[src/hdl/uart_echo_pkg.sv]
`default_nettype none

// shared by receiver, buffer, transmitter and top
package uart_echo_pkg;

    // 8n1 framing
    localparam int   DATA_BITS = 8;    // data bits per frame
    localparam logic LINE_IDLE = 1'b1; // line rest level, also the stop bit

    // one byte on its way rx -> fifo -> tx
    typedef logic [DATA_BITS-1:0] uart_byte_t;

    // where a frame currently is, used by rx and tx alike
    typedef enum logic [1:0] {
        PH_IDLE  = 2'd0, // line at rest
        PH_START = 2'd1, // start bit
        PH_DATA  = 2'd2, // data bits, lsb first
        PH_STOP  = 2'd3  // stop bit
    } frame_phase_t;

endpackage

`default_nettype wire
[src/hdl/uart_echo_top.sv]
`timescale 1ns/1ps
`default_nettype none

// serial echo: rx -> byte fifo -> tx
module uart_echo_top
    import uart_echo_pkg::*;
#(
    parameter int CLK_FREQ_HZ = 56060610,
    parameter int BAUD        = 9600,
    parameter int FIFO_DEPTH  = 4
) (
    input  logic clk_i,
    input  logic locked,      // active low reset source
    input  logic rxd_i,
    input  logic cts_i,
    output logic txd_o,
    output logic overrun_o,   // sticky, buffer overflowed
    output logic frame_err_o  // sticky, bad stop bit received
);

    logic [1:0] rst_sync_q;   // reset synchronizer chain
    logic       rst_n;

    logic       rx_valid;     // rx -> fifo
    uart_byte_t rx_data;
    logic       avail;        // fifo -> tx
    uart_byte_t head_data;
    logic       take;         // tx -> fifo

    // assert at once, release two edges after locked rises
    always_ff @(posedge clk_i or negedge locked) begin
        if (!locked) begin
            rst_sync_q <= 2'b00;
        end else begin
            rst_sync_q <= {rst_sync_q[0], 1'b1};
        end
    end

    assign rst_n = rst_sync_q[1];

    uart_rx #(
        .CLK_FREQ_HZ (CLK_FREQ_HZ),
        .BAUD        (BAUD)
    ) uart_rx_inst (
        .clk_i       (clk_i),
        .rst_n       (rst_n),
        .rxd_i       (rxd_i),
        .rx_valid_o  (rx_valid),
        .rx_data_o   (rx_data),
        .frame_err_o (frame_err_o)
    );

    byte_fifo #(
        .FIFO_DEPTH  (FIFO_DEPTH)
    ) byte_fifo_inst (
        .clk_i       (clk_i),
        .rst_n       (rst_n),
        .wr_valid_i  (rx_valid),
        .wr_data_i   (rx_data),
        .take_i      (take),
        .avail_o     (avail),
        .head_data_o (head_data),
        .overrun_o   (overrun_o)
    );

    uart_tx #(
        .CLK_FREQ_HZ (CLK_FREQ_HZ),
        .BAUD        (BAUD)
    ) uart_tx_inst (
        .clk_i       (clk_i),
        .rst_n       (rst_n),
        .avail_i     (avail),
        .head_data_i (head_data),
        .cts_i       (cts_i),
        .take_o      (take),
        .txd_o       (txd_o)
    );

endmodule

`default_nettype wire

[src/hdl/uart_tx.sv]
`timescale 1ns/1ps
`default_nettype none

// 8n1 serial transmitter, pulls bytes from the buffer head
module uart_tx
    import uart_echo_pkg::*;
#(
    parameter int CLK_FREQ_HZ = 56060610,
    parameter int BAUD        = 9600
) (
    input  logic       clk_i,
    input  logic       rst_n,
    input  logic       avail_i,     // buffer not empty
    input  uart_byte_t head_data_i, // byte to send next
    input  logic       cts_i,       // clear to send, checked between frames only
    output logic       take_o,      // one cycle, consumes head
    output logic       txd_o        // serial out
);

    localparam int CLKS_PER_BIT = CLK_FREQ_HZ / BAUD;
    localparam int CNT_W        = $clog2(CLKS_PER_BIT + 1);
    localparam int IDX_W        = $clog2(DATA_BITS);

    frame_phase_t     phase_q;
    logic [CNT_W-1:0] bit_cnt_q;  // clocks within current bit
    logic [IDX_W-1:0] bit_idx_q;  // data bits already sent
    uart_byte_t       shift_q;    // remaining data, bit 0 goes next
    logic             txd_q;      // registered line driver

    logic bit_end;

    assign bit_end = (bit_cnt_q == CNT_W'(CLKS_PER_BIT - 1));

    // start a frame only from idle with data and permission
    assign take_o = (phase_q == PH_IDLE) && avail_i && cts_i;

    always_ff @(posedge clk_i or negedge rst_n) begin
        if (!rst_n) begin
            phase_q   <= PH_IDLE;
            bit_cnt_q <= '0;
            bit_idx_q <= '0;
            txd_q     <= LINE_IDLE;
        end else begin
            case (phase_q)
                PH_IDLE: begin
                    bit_cnt_q <= '0;
                    if (take_o) begin
                        phase_q <= PH_START;
                        txd_q   <= ~LINE_IDLE; // start bit from next cycle
                    end
                end

                PH_START: begin
                    if (bit_end) begin
                        bit_cnt_q <= '0;
                        bit_idx_q <= '0;
                        phase_q   <= PH_DATA;
                        txd_q     <= shift_q[0]; // lsb first
                    end else begin
                        bit_cnt_q <= bit_cnt_q + 1'b1;
                    end
                end

                PH_DATA: begin
                    if (bit_end) begin
                        bit_cnt_q <= '0;
                        if (bit_idx_q == IDX_W'(DATA_BITS - 1)) begin
                            phase_q <= PH_STOP;
                            txd_q   <= LINE_IDLE; // stop bit
                        end else begin
                            bit_idx_q <= bit_idx_q + 1'b1;
                            txd_q     <= shift_q[1]; // next bit before the shift lands
                        end
                    end else begin
                        bit_cnt_q <= bit_cnt_q + 1'b1;
                    end
                end

                PH_STOP: begin
                    if (bit_end) begin
                        bit_cnt_q <= '0;
                        phase_q   <= PH_IDLE; // next take one cycle later
                    end else begin
                        bit_cnt_q <= bit_cnt_q + 1'b1;
                    end
                end

                default: phase_q <= PH_IDLE;
            endcase
        end
    end

    // byte latch and shifter
    always_ff @(posedge clk_i) begin
        if (take_o) begin
            shift_q <= head_data_i;
        end else if (phase_q == PH_DATA && bit_end) begin
            shift_q <= {1'b0, shift_q[DATA_BITS-1:1]};
        end
    end

    assign txd_o = txd_q;

    a_take_with_avail : assert property (
        @(posedge clk_i) disable iff (!rst_n)
        take_o |-> avail_i
    );

    // line must rest high between frames
    a_idle_line_high : assert property (
        @(posedge clk_i) disable iff (!rst_n)
        (phase_q == PH_IDLE) |-> (txd_o == LINE_IDLE)
    );

endmodule

`default_nettype wire

[src/hdl/byte_fifo.sv]
`timescale 1ns/1ps
`default_nettype none

// circular byte buffer between receiver and transmitter
// FIFO_DEPTH must be a power of two, at least 2
module byte_fifo
    import uart_echo_pkg::*;
#(
    parameter int FIFO_DEPTH = 4
) (
    input  logic       clk_i,
    input  logic       rst_n,
    input  logic       wr_valid_i,  // one-cycle write strobe
    input  uart_byte_t wr_data_i,
    input  logic       take_i,      // consume head
    output logic       avail_o,     // not empty
    output uart_byte_t head_data_o, // oldest byte
    output logic       overrun_o    // sticky, write lost at full
);

    localparam int PTR_W = $clog2(FIFO_DEPTH);
    localparam int CNT_W = PTR_W + 1; // holds 0..FIFO_DEPTH

    uart_byte_t       mem_q [FIFO_DEPTH];
    logic [PTR_W-1:0] wr_ptr_q;     // wraps naturally, depth is 2**n
    logic [PTR_W-1:0] rd_ptr_q;
    logic [CNT_W-1:0] count_q;      // occupancy
    logic             overrun_q;

    logic full;
    logic wr_en;  // write actually accepted
    logic rd_en;  // head actually consumed

    assign full    = (count_q == CNT_W'(FIFO_DEPTH));
    assign avail_o = (count_q != '0);
    assign wr_en   = wr_valid_i && !full;
    assign rd_en   = take_i && avail_o;

    // storage
    always_ff @(posedge clk_i) begin
        if (wr_en) begin
            mem_q[wr_ptr_q] <= wr_data_i;
        end
    end

    always_ff @(posedge clk_i or negedge rst_n) begin
        if (!rst_n) begin
            wr_ptr_q  <= '0;
            rd_ptr_q  <= '0;
            count_q   <= '0;
            overrun_q <= 1'b0;
        end else begin
            if (wr_en) begin
                wr_ptr_q <= wr_ptr_q + 1'b1;
            end
            if (rd_en) begin
                rd_ptr_q <= rd_ptr_q + 1'b1;
            end
            case ({wr_en, rd_en})
                2'b10:   count_q <= count_q + 1'b1;
                2'b01:   count_q <= count_q - 1'b1;
                default: count_q <= count_q; // none, or both at once
            endcase
            if (wr_valid_i && full) begin
                overrun_q <= 1'b1; // byte is gone, no back-pressure to line
            end
        end
    end

    assign head_data_o = mem_q[rd_ptr_q];
    assign overrun_o   = overrun_q;

    // consumer side must honour the avail level
    a_take_needs_avail : assert property (
        @(posedge clk_i) disable iff (!rst_n)
        take_i |-> avail_o
    );

    a_count_bound : assert property (
        @(posedge clk_i) disable iff (!rst_n)
        count_q <= CNT_W'(FIFO_DEPTH)
    );

endmodule

`default_nettype wire

[src/hdl/uart_rx.sv]
`timescale 1ns/1ps
`default_nettype none

// 8n1 serial receiver
// samples each bit at its middle, counted from the falling edge of start
module uart_rx
    import uart_echo_pkg::*;
#(
    parameter int CLK_FREQ_HZ = 56060610,
    parameter int BAUD        = 9600
) (
    input  logic       clk_i,
    input  logic       rst_n,
    input  logic       rxd_i,       // async serial in
    output logic       rx_valid_o,  // one cycle per good frame
    output uart_byte_t rx_data_o,   // valid with rx_valid_o
    output logic       frame_err_o  // sticky, bad stop bit seen
);

    localparam int CLKS_PER_BIT = CLK_FREQ_HZ / BAUD;
    localparam int HALF_BIT     = CLKS_PER_BIT / 2;
    localparam int CNT_W        = $clog2(CLKS_PER_BIT + 1);
    localparam int IDX_W        = $clog2(DATA_BITS);

    logic             rxd_meta;    // first sync stage
    logic             rxd_sync;    // second sync stage, safe to use
    frame_phase_t     phase_q;
    logic [CNT_W-1:0] bit_cnt_q;   // clocks within current bit
    logic [IDX_W-1:0] bit_idx_q;   // data bit number
    uart_byte_t       shift_q;     // incoming bits, lsb arrives first
    logic             rx_valid_q;
    logic             frame_err_q;

    logic start_mid;  // middle of start bit reached
    logic bit_end;    // middle of a data or stop bit reached

    assign start_mid = (bit_cnt_q == CNT_W'(HALF_BIT - 1));
    assign bit_end   = (bit_cnt_q == CNT_W'(CLKS_PER_BIT - 1));

    // two-flop synchronizer, plus the frame fsm
    always_ff @(posedge clk_i or negedge rst_n) begin
        if (!rst_n) begin
            rxd_meta    <= LINE_IDLE; // no false start out of reset
            rxd_sync    <= LINE_IDLE;
            phase_q     <= PH_IDLE;
            bit_cnt_q   <= '0;
            bit_idx_q   <= '0;
            rx_valid_q  <= 1'b0;
            frame_err_q <= 1'b0;
        end else begin
            rxd_meta   <= rxd_i;
            rxd_sync   <= rxd_meta;
            rx_valid_q <= 1'b0; // default, pulse only

            case (phase_q)
                PH_IDLE: begin
                    bit_cnt_q <= '0;
                    if (rxd_sync != LINE_IDLE) begin // falling edge
                        phase_q <= PH_START;
                    end
                end

                PH_START: begin
                    if (start_mid) begin
                        bit_cnt_q <= '0;
                        bit_idx_q <= '0;
                        // still low at mid-bit, otherwise a glitch
                        if (rxd_sync != LINE_IDLE) begin
                            phase_q <= PH_DATA;
                        end else begin
                            phase_q <= PH_IDLE;
                        end
                    end else begin
                        bit_cnt_q <= bit_cnt_q + 1'b1;
                    end
                end

                PH_DATA: begin
                    if (bit_end) begin
                        bit_cnt_q <= '0;
                        if (bit_idx_q == IDX_W'(DATA_BITS - 1)) begin
                            phase_q <= PH_STOP; // last data bit taken
                        end else begin
                            bit_idx_q <= bit_idx_q + 1'b1;
                        end
                    end else begin
                        bit_cnt_q <= bit_cnt_q + 1'b1;
                    end
                end

                PH_STOP: begin
                    if (bit_end) begin
                        bit_cnt_q <= '0;
                        phase_q   <= PH_IDLE;
                        if (rxd_sync == LINE_IDLE) begin
                            rx_valid_q <= 1'b1;  // good frame
                        end else begin
                            frame_err_q <= 1'b1; // drop byte, flag it
                        end
                    end else begin
                        bit_cnt_q <= bit_cnt_q + 1'b1;
                    end
                end

                default: phase_q <= PH_IDLE;
            endcase
        end
    end

    // data shift register, shifts right so bit 0 ends up lsb
    always_ff @(posedge clk_i) begin
        if (phase_q == PH_DATA && bit_end) begin
            shift_q <= {rxd_sync, shift_q[DATA_BITS-1:1]};
        end
    end

    assign rx_valid_o  = rx_valid_q;
    assign rx_data_o   = shift_q;     // stable until next frame's data phase
    assign frame_err_o = frame_err_q;

    // a frame lasts many clocks, so valid can never repeat back to back
    a_rx_valid_single : assert property (
        @(posedge clk_i) disable iff (!rst_n)
        rx_valid_o |=> !rx_valid_o
    );

endmodule

`default_nettype wire

[config.mk]
export PLATFORM = sky130hd
export DESIGN_NAME = uart_echo_top
export DESIGN_NICKNAME = d
export VERILOG_FILES = /design/src/hdl/uart_echo_pkg.sv /design/src/hdl/uart_echo_top.sv /design/src/hdl/uart_tx.sv /design/src/hdl/byte_fifo.sv /design/src/hdl/uart_rx.sv
export SDC_FILE = /design/constraint.sdc
export NUM_CORES = 1
export LEC_CHECK = 0
export BUFFER_PORTS_ARGS = -buffer_cell sky130_fd_sc_hd__buf_2
export CORE_MARGIN = 1
export CORE_UTILIZATION = 65
export DETAILED_ROUTE_END_ITERATION = 8
export MAX_ROUTING_LAYER = met4
export PLACE_DENSITY = 0.89
export SETUP_SLACK_MARGIN = 0.5
export SYNTH_ARGS = -nofsm -noshare
export SYNTH_HDL_FRONTEND = slang
export SYNTH_SLANG_ARGS = --single-unit
[constraint.sdc]
create_clock -name clk_i -period 3.08 [get_ports clk_i]
set_input_delay 0.616 -clock clk_i [delete_from_list [all_inputs] [get_ports clk_i]]
set_output_delay 0.616 -clock clk_i [all_outputs]
set_load 0.01 [all_outputs]
# After elaboration in Yosys (flattened, before gate mapping)
# Memories as Yosys holds them, arrays and structs flattened.
# Cells that the tools add are included.
# totals
reg_bits	67
mem_bits_rw	32
in_bits	4
output_inout_bits	3
wordCells	117
mem_count	1
# op_classes
addsub	8
n_eq_ne	26
n_mux	39
n_bitwise	1
n_reduce_logical	24
# memory_table
memory	depth	width	rd	rd_clocked_by_memory_dff	wr	line_no	rtl
byte_fifo_inst.mem_q	4	8	1	0	1	byte_fifo.sv:24	uart_byte_t mem_q [FIFO_DEPTH];
# op_table
cell	count
2-to-1 mux 13 bit	3
case mux 13 bit (3 select lines)	1
adder 13 x 1 -> 13 bit (second input constant)	2
== test 13 bit (second input constant)	2
case mux 13 bit (2 select lines)	1
2-to-1 mux 2 bit	11
2-to-1 mux 3 bit	6
inequality test 2 x 1 -> 1 bit (second input constant)	9
case mux 3 bit (2 select lines)	3
2-to-1 mux 8 bit	2
case mux 2 bit (4 select lines)	2
== test 13 x 12 -> 1 bit (second input constant)	1
AND reduction 4 bit	3
== test 2 bit (second input constant)	5
AND reduction 5 bit	2
adder 3 x 1 -> 3 bit (second input constant)	3
== test 3 bit (second input constant)	3
2-to-1 mux 1 bit	9
nonzero test 2 bit	4
logical AND 1 bit	7
== test 2 x 1 -> 1 bit (second input constant)	3
inequality test 2 bit (second input constant)	3
nonzero test 3 bit	2
adder 2 x 1 -> 2 bit (second input constant)	2
other kinds (8)	9

# Longest topological paths before layout
# logic_depth
depth_word	6
ltp_mapped	10

# Cells and area by module
# Synthesis repeated with hierarchy kept, for this count alone.
# unflattened
hier_cells	327
hier_area_um2	4441.8
# by_module_without_submodules
module	n_inst	cells_each	area_each_um2
byte_fifo	1	81	1629.1
uart_tx	1	129	1390.1
uart_rx	1	114	1368.8
uart_echo_top	1	3	53.8

# Least setup slack after synthesis
# No wires, ideal clock.
# synth_path
path_kind	register -> register
start	register uart_rx_inst.bit_cnt_q[0]
end	register uart_rx_inst.shift_q[0], in the netlist uart_rx_inst.rx_data_o[0], enable pin
arrival_ps	2096
required_time_ps	2695
slack_ps	598
stages_incl_launch_ff	6
path_buffers	0
cell_sequence	dfrtp_1 > inv_1 > ha_1 > or2b_2 > nor4_4 > nor3b_1
# synth_via
elab_chain_len	2
# synth_lines
element	line_no	rtl
from (decl)	uart_rx.sv:28	logic [CNT_W-1:0] bit_cnt_q;
from (signal assigned)	uart_rx.sv:74	bit_cnt_q <= bit_cnt_q + 1'b1;
from (signal assigned)	uart_rx.sv:87	bit_cnt_q <= bit_cnt_q + 1'b1;
from (signal assigned)	uart_rx.sv:101	bit_cnt_q <= bit_cnt_q + 1'b1;
== test 13 bit	uart_rx.sv:38	assign bit_end = (bit_cnt_q == CNT_W'(CLKS_PER_BIT - 1));
logical AND 1 bit	uart_rx.sv:112	if (phase_q == PH_DATA && bit_end) begin
to (signal assigned)	uart_rx.sv:113	shift_q <= {rxd_sync, shift_q[DATA_BITS-1:1]};
to (decl)	uart_rx.sv:30	uart_byte_t shift_q;
# Every way passes these cells.
# A chain may end at the register's enable or synchronous reset.

# Worst setup path after layout
# layout_path
start	register uart_tx_inst.phase_q[1]
end	register byte_fifo_inst.count_q[2]
# layout_via
elab_chain_len	6
elab_cells_between_ends	8
cone_classes	2 x eq/ne; 1 x mux; 5 x reduce/logical
# layout_lines
element	line_no	rtl
from (decl)	uart_tx.sv:24	frame_phase_t phase_q;
from (signal assigned)	uart_tx.sv:39	phase_q <= PH_IDLE;
from (signal assigned)	uart_tx.sv:48	phase_q <= PH_START;
from (signal assigned)	uart_tx.sv:57	phase_q <= PH_DATA;
zero test 2 bit *	uart_tx.sv:35	assign take_o = (phase_q == PH_IDLE) && avail_i && cts_i;
logical AND 1 bit * (2 in series)	uart_tx.sv:35	
logical AND 1 bit *	byte_fifo.sv:37	assign rd_en = take_i && avail_o;
net byte_fifo_inst.rd_en	byte_fifo.sv:32	logic rd_en;
== test 2 x 1 -> 1 bit / == test 2 bit (equally long branches)	byte_fifo.sv:59	case ({wr_en, rd_en})
case mux 3 bit (2 select lines) / nonzero test 2 bit (equally long branches)	-	
to (signal assigned)	byte_fifo.sv:60	2'b10: count_q <= count_q + 1'b1;
to (signal assigned)	byte_fifo.sv:61	2'b01: count_q <= count_q - 1'b1;
to (signal assigned)	byte_fifo.sv:62	default: count_q <= count_q;
to (decl)	byte_fifo.sv:27	logic [CNT_W-1:0] count_q;
# The timed path passes the listed nets; every way through them passes the cells marked *.

==> flow_summary_export.csv <==
group,metric,value,unit
drt,drt_first_pass_iters,4,
clocking,cts_resized,0,
sta,fin_crit_sh,0.762,
sta,fin_setup_tns,0,ns
clocking,clockBufferDepth,2,
clocking,clock_latency,0.38,ns
sta,setup_viol,0,
drt,ant_nets,0,
floorplan,io-pin-count,7,
drt,vias_per_cell,6.03,
sta,fin_crit,2.35,ns
sta,skew,0.0124,ns
final_layout,area_growth,7.62,%
sta,rsz0062_at_grt,"no",
logic_synthesis,yosys.area.top_type_share,0.325,
logic_synthesis,synth_seq_area_share,0.614,
drt,wl_per_cell,16.9,um
setup_path,crit_required,3.39,ns
logic_synthesis,netlist_area,4440,um2
logic_synthesis,synth_flop_cell,"edfxtp_1",
logic_synthesis,syn_avg_cell_area,13.5,um2
final_layout,fin_nets,365,
drt,drt_wl_total,7.18,mm
floorplan,die_x,84.6,um
setup_path,crit_path_cell_trace,"inv_1 > ha_1 > o311ai_1 > buf_4 > inv_1 > ha_1 > inv_1 > fa_1 > xor2_1 > nor2_1 > xor2_1",
final_layout,fin_area,4770,um2
drt,dr_total_vias,2558,
final_layout,drive_above_1_share,0.159,
global_route,grt_pass1_wl,12.4,mm
clocking,cts_max_level,3,
floorplan,initial_core_util,0.687,
power_and_ir_drop,power_density,520,nW/um2
logic_synthesis,ys_types,53,
floorplan,die-area,7160,um2
clocking,cts_tree,"done",
setup_path,crit_family,"adder cells",
drt,drcViolationCount,0,
logic_synthesis,synth.largest_area_cell,"edfxtp_1",
sta,hold_slack,0.326,ns
setup_path,cp_common_cell,"inv_1",
min_path,hp-class,"in -> reg",
clocking,hold_buffers,1,
floorplan,die_h,84.6,um
final_layout,final_cell_count_no_fill,424,
floorplan,num_rows,29,
setup_path,arrival,2.66,ns
power_and_ir_drop,power,2480,uW
setup_path,cp_max_fo,11,
setup_path,slowest_delay,0.42,ns
sta,clock.fmax,426,MHz
global_route,grt_usage,0.237,
place,place_inst,407,
logic_synthesis,async_reset_ff_frac,0.515,
logic_synthesis,netlist_top_cells_count,"48 x dfrtp_1, 48 x edfxtp_1, 38 x nor2_1",
drt,drtIter0Drc,108,
run_status,run_status,"finished clean",
logic_synthesis,netlist_instances,328,
power_and_ir_drop,ir_worst_vdd,0.522,mV
clocking,root_buffer,"clkbuf_8",
global_route,grt_max_degree,50,
final_layout,diodes,0,
logic_synthesis,synth_edf_count,48,
logic_synthesis,synthTopCellsByArea,"edfxtp_1 32%, dfrtp_1 27%, ha_1 5.1%",
clocking,cts.sinks,99,
place,placed_area,4550,um2
sta,tightestPinTransition,1.05,ns
logic_synthesis,synth_warnings,0,
logic_synthesis,syn_nets,351,
sta,finalHoldViolCount,0,
clocking,cts_buffers,9,
setup_path,worst_setup_path_start_kind,"flip-flop",
global_route,antenna_found_initial,0,
place,hpwlAfterDp,4.70,mm
sta,slew_headroom,0.300,
logic_synthesis,ys_seq_elements,99,
global_route,grt_overflow,0,
place,port_buffers,6,
setup_path,critPathSlowestCell,"dfrtp_1",
sta,report.final.slew_viol_count,0,
global_route,grt_pass1_vias,2590,
clocking,cts_setup_buffers,0,
power_and_ir_drop,p_leak,0.00191,uW
setup_path,endpoint_kind,"flip-flop",
setup_path,crit_buf_inv,4,
run,maxCapViolations,0,
floorplan,coreArea,6460,um2
place,gp_congestion,0.850,
setup_path,worstSetupPathType,"reg -> reg",
clocking,clk_pin_slew,0.11,ns
final_layout,n_fill_cell,410,
-- layout by cell type (no fill, tap or decap), types with 4 or more instances in the layout --
| cell | netlist | routed |
|---|---|---|
| xor2_1 | 6 | 6 |
| and3_1 | 5 | 5 |
| nor3_1 | 7 | 7 |
| nor4_1 | 6 | 6 |
| xnor2_1 | 22 | 22 |
| buf_2 | 3 | 6 |
| and2_1 | 4 | 4 |
| mux4_2 | 8 | 8 |
| nor2_1 | 38 | 38 |
| mux2_2 | 8 | 8 |
| inv_1 | 18 | 18 |
| dfrtp_1 | 48 | 47 |
| clkbuf_8 | 0 | 9 |
| edfxtp_1 | 48 | 48 |
| nand2_1 | 18 | 18 |
| nand3_1 | 7 | 7 |
| nand4_1 | 4 | 4 |
| ha_1 | 18 | 18 |
| nor2b_1 | 5 | 5 |
-- flip-flops by register name, summed over array words and instances (netlist names), named ones only --
signal / cells
rst_sync_q: 2
uart_rx_inst.bit_cnt_q: 13
uart_tx_inst.bit_idx_q: 3
byte_fifo_inst.count_q: 3
uart_rx_inst.bit_idx_q: 3
byte_fifo_inst.mem_q: 32
uart_rx_inst.phase_q: 1
uart_rx_inst.rx_valid_o: 1
uart_rx_inst.rxd_sync: 1
uart_rx_inst.frame_err_o: 1
byte_fifo_inst.rd_ptr_q: 2
byte_fifo_inst.overrun_o: 1
uart_rx_inst.rxd_meta: 1
uart_tx_inst.phase_q: 2
byte_fifo_inst.wr_ptr_q: 2
uart_tx_inst.bit_cnt_q: 13
uart_tx_inst.shift_q: 8
uart_rx_inst.rx_data_o: 8
uart_tx_inst.txd_o: 1
-- path summary, 6_finish.rpt --
| check | start | end | slack [ns] | cells past startpoint |
|---|---|---|---|---|
| max in group asynchronous | rst_sync_q[1]$_DFF_PN0_ | uart_tx_inst.bit_idx_q[0]$_DFFE_PN0P_ | 1.96 | 0 |
| min in group asynchronous | rst_sync_q[1]$_DFF_PN0_ | uart_rx_inst.bit_cnt_q[5]$_DFF_PN0_ | 0.47 | 0 |
| hold / removal | rxd_i | uart_rx_inst.rxd_meta$_DFF_PN1_ | 0.33 | 1 |
| hold reg to reg | uart_rx_inst.rxd_meta$_DFF_PN1_ | uart_rx_inst.rxd_sync$_DFF_PN1_ | 0.36 | 0 |
| setup reg to reg | uart_tx_inst.phase_q[1]$_DFFE_PN0P_ | byte_fifo_inst.count_q[2]$_DFFE_PN0P_ | 0.73 | 11 |
| setup / recovery | uart_tx_inst.phase_q[1]$_DFFE_PN0P_ | byte_fifo_inst.count_q[2]$_DFFE_PN0P_ | 0.73 | 11 |
-- cell type report --
cell class / count / area (um2) / share of cell area
Clock buffer: 9 / 124 / 0.0260
Clock inverter: 7 / 91.3 / 0.0191
Inverter: 18 / 67.6 / 0.0142
Multi-Input combinational cell: 204 / 1610 / 0.337
Sequential cell: 99 / 2720 / 0.570
Tap cell: 77 / 96.3 / 0.0202
Timing Repair Buffer: 10 / 62.6 / 0.0131
-- cells by family (layout without fill, tap and decap cells) --
logic type	count (synthesis)	after routing	synth area share
fa+ha+maj	19	19	0.0553
simple gates	110	110	0.136
flops	99	99	0.614
mux	18	18	0.0654
compound gates	28	28	0.0499
xor+xnor	28	28	0.0553
buf+inv	25	44	0.0237
other cells	1	1	0.000845
-- power by group --
part	internal, uW	switching [uW]	leakage [uW]	total [uW]
Clock	332	523	0.000106	854
Sequential	1420	76.3	0.00103	1500
Combinational	58.1	69.4	0.000770	128
-- layer usage --
layer,part of all wire,vias up,global-route usage
met5,0,-,-
met4,0.022,0,0.109
met3,0.044,18,0.0580
met2,0.50,62,0.358
met1,0.44,1271,0.307
li1,-,1207,-
-- per-stage QoR --
step / util / setup slack, ns
6_report: 0.739 / 0.732
5_1_grt: 0.739 / 0.502
4_1_cts: 0.739 / 0.718
3_5_place_dp: 0.704 / 0.743
3_3_place_gp: 0.704 / 0.890
2_1_floorplan: - / 0.598
Note: power is estimated with default switching activity, not from simulation.
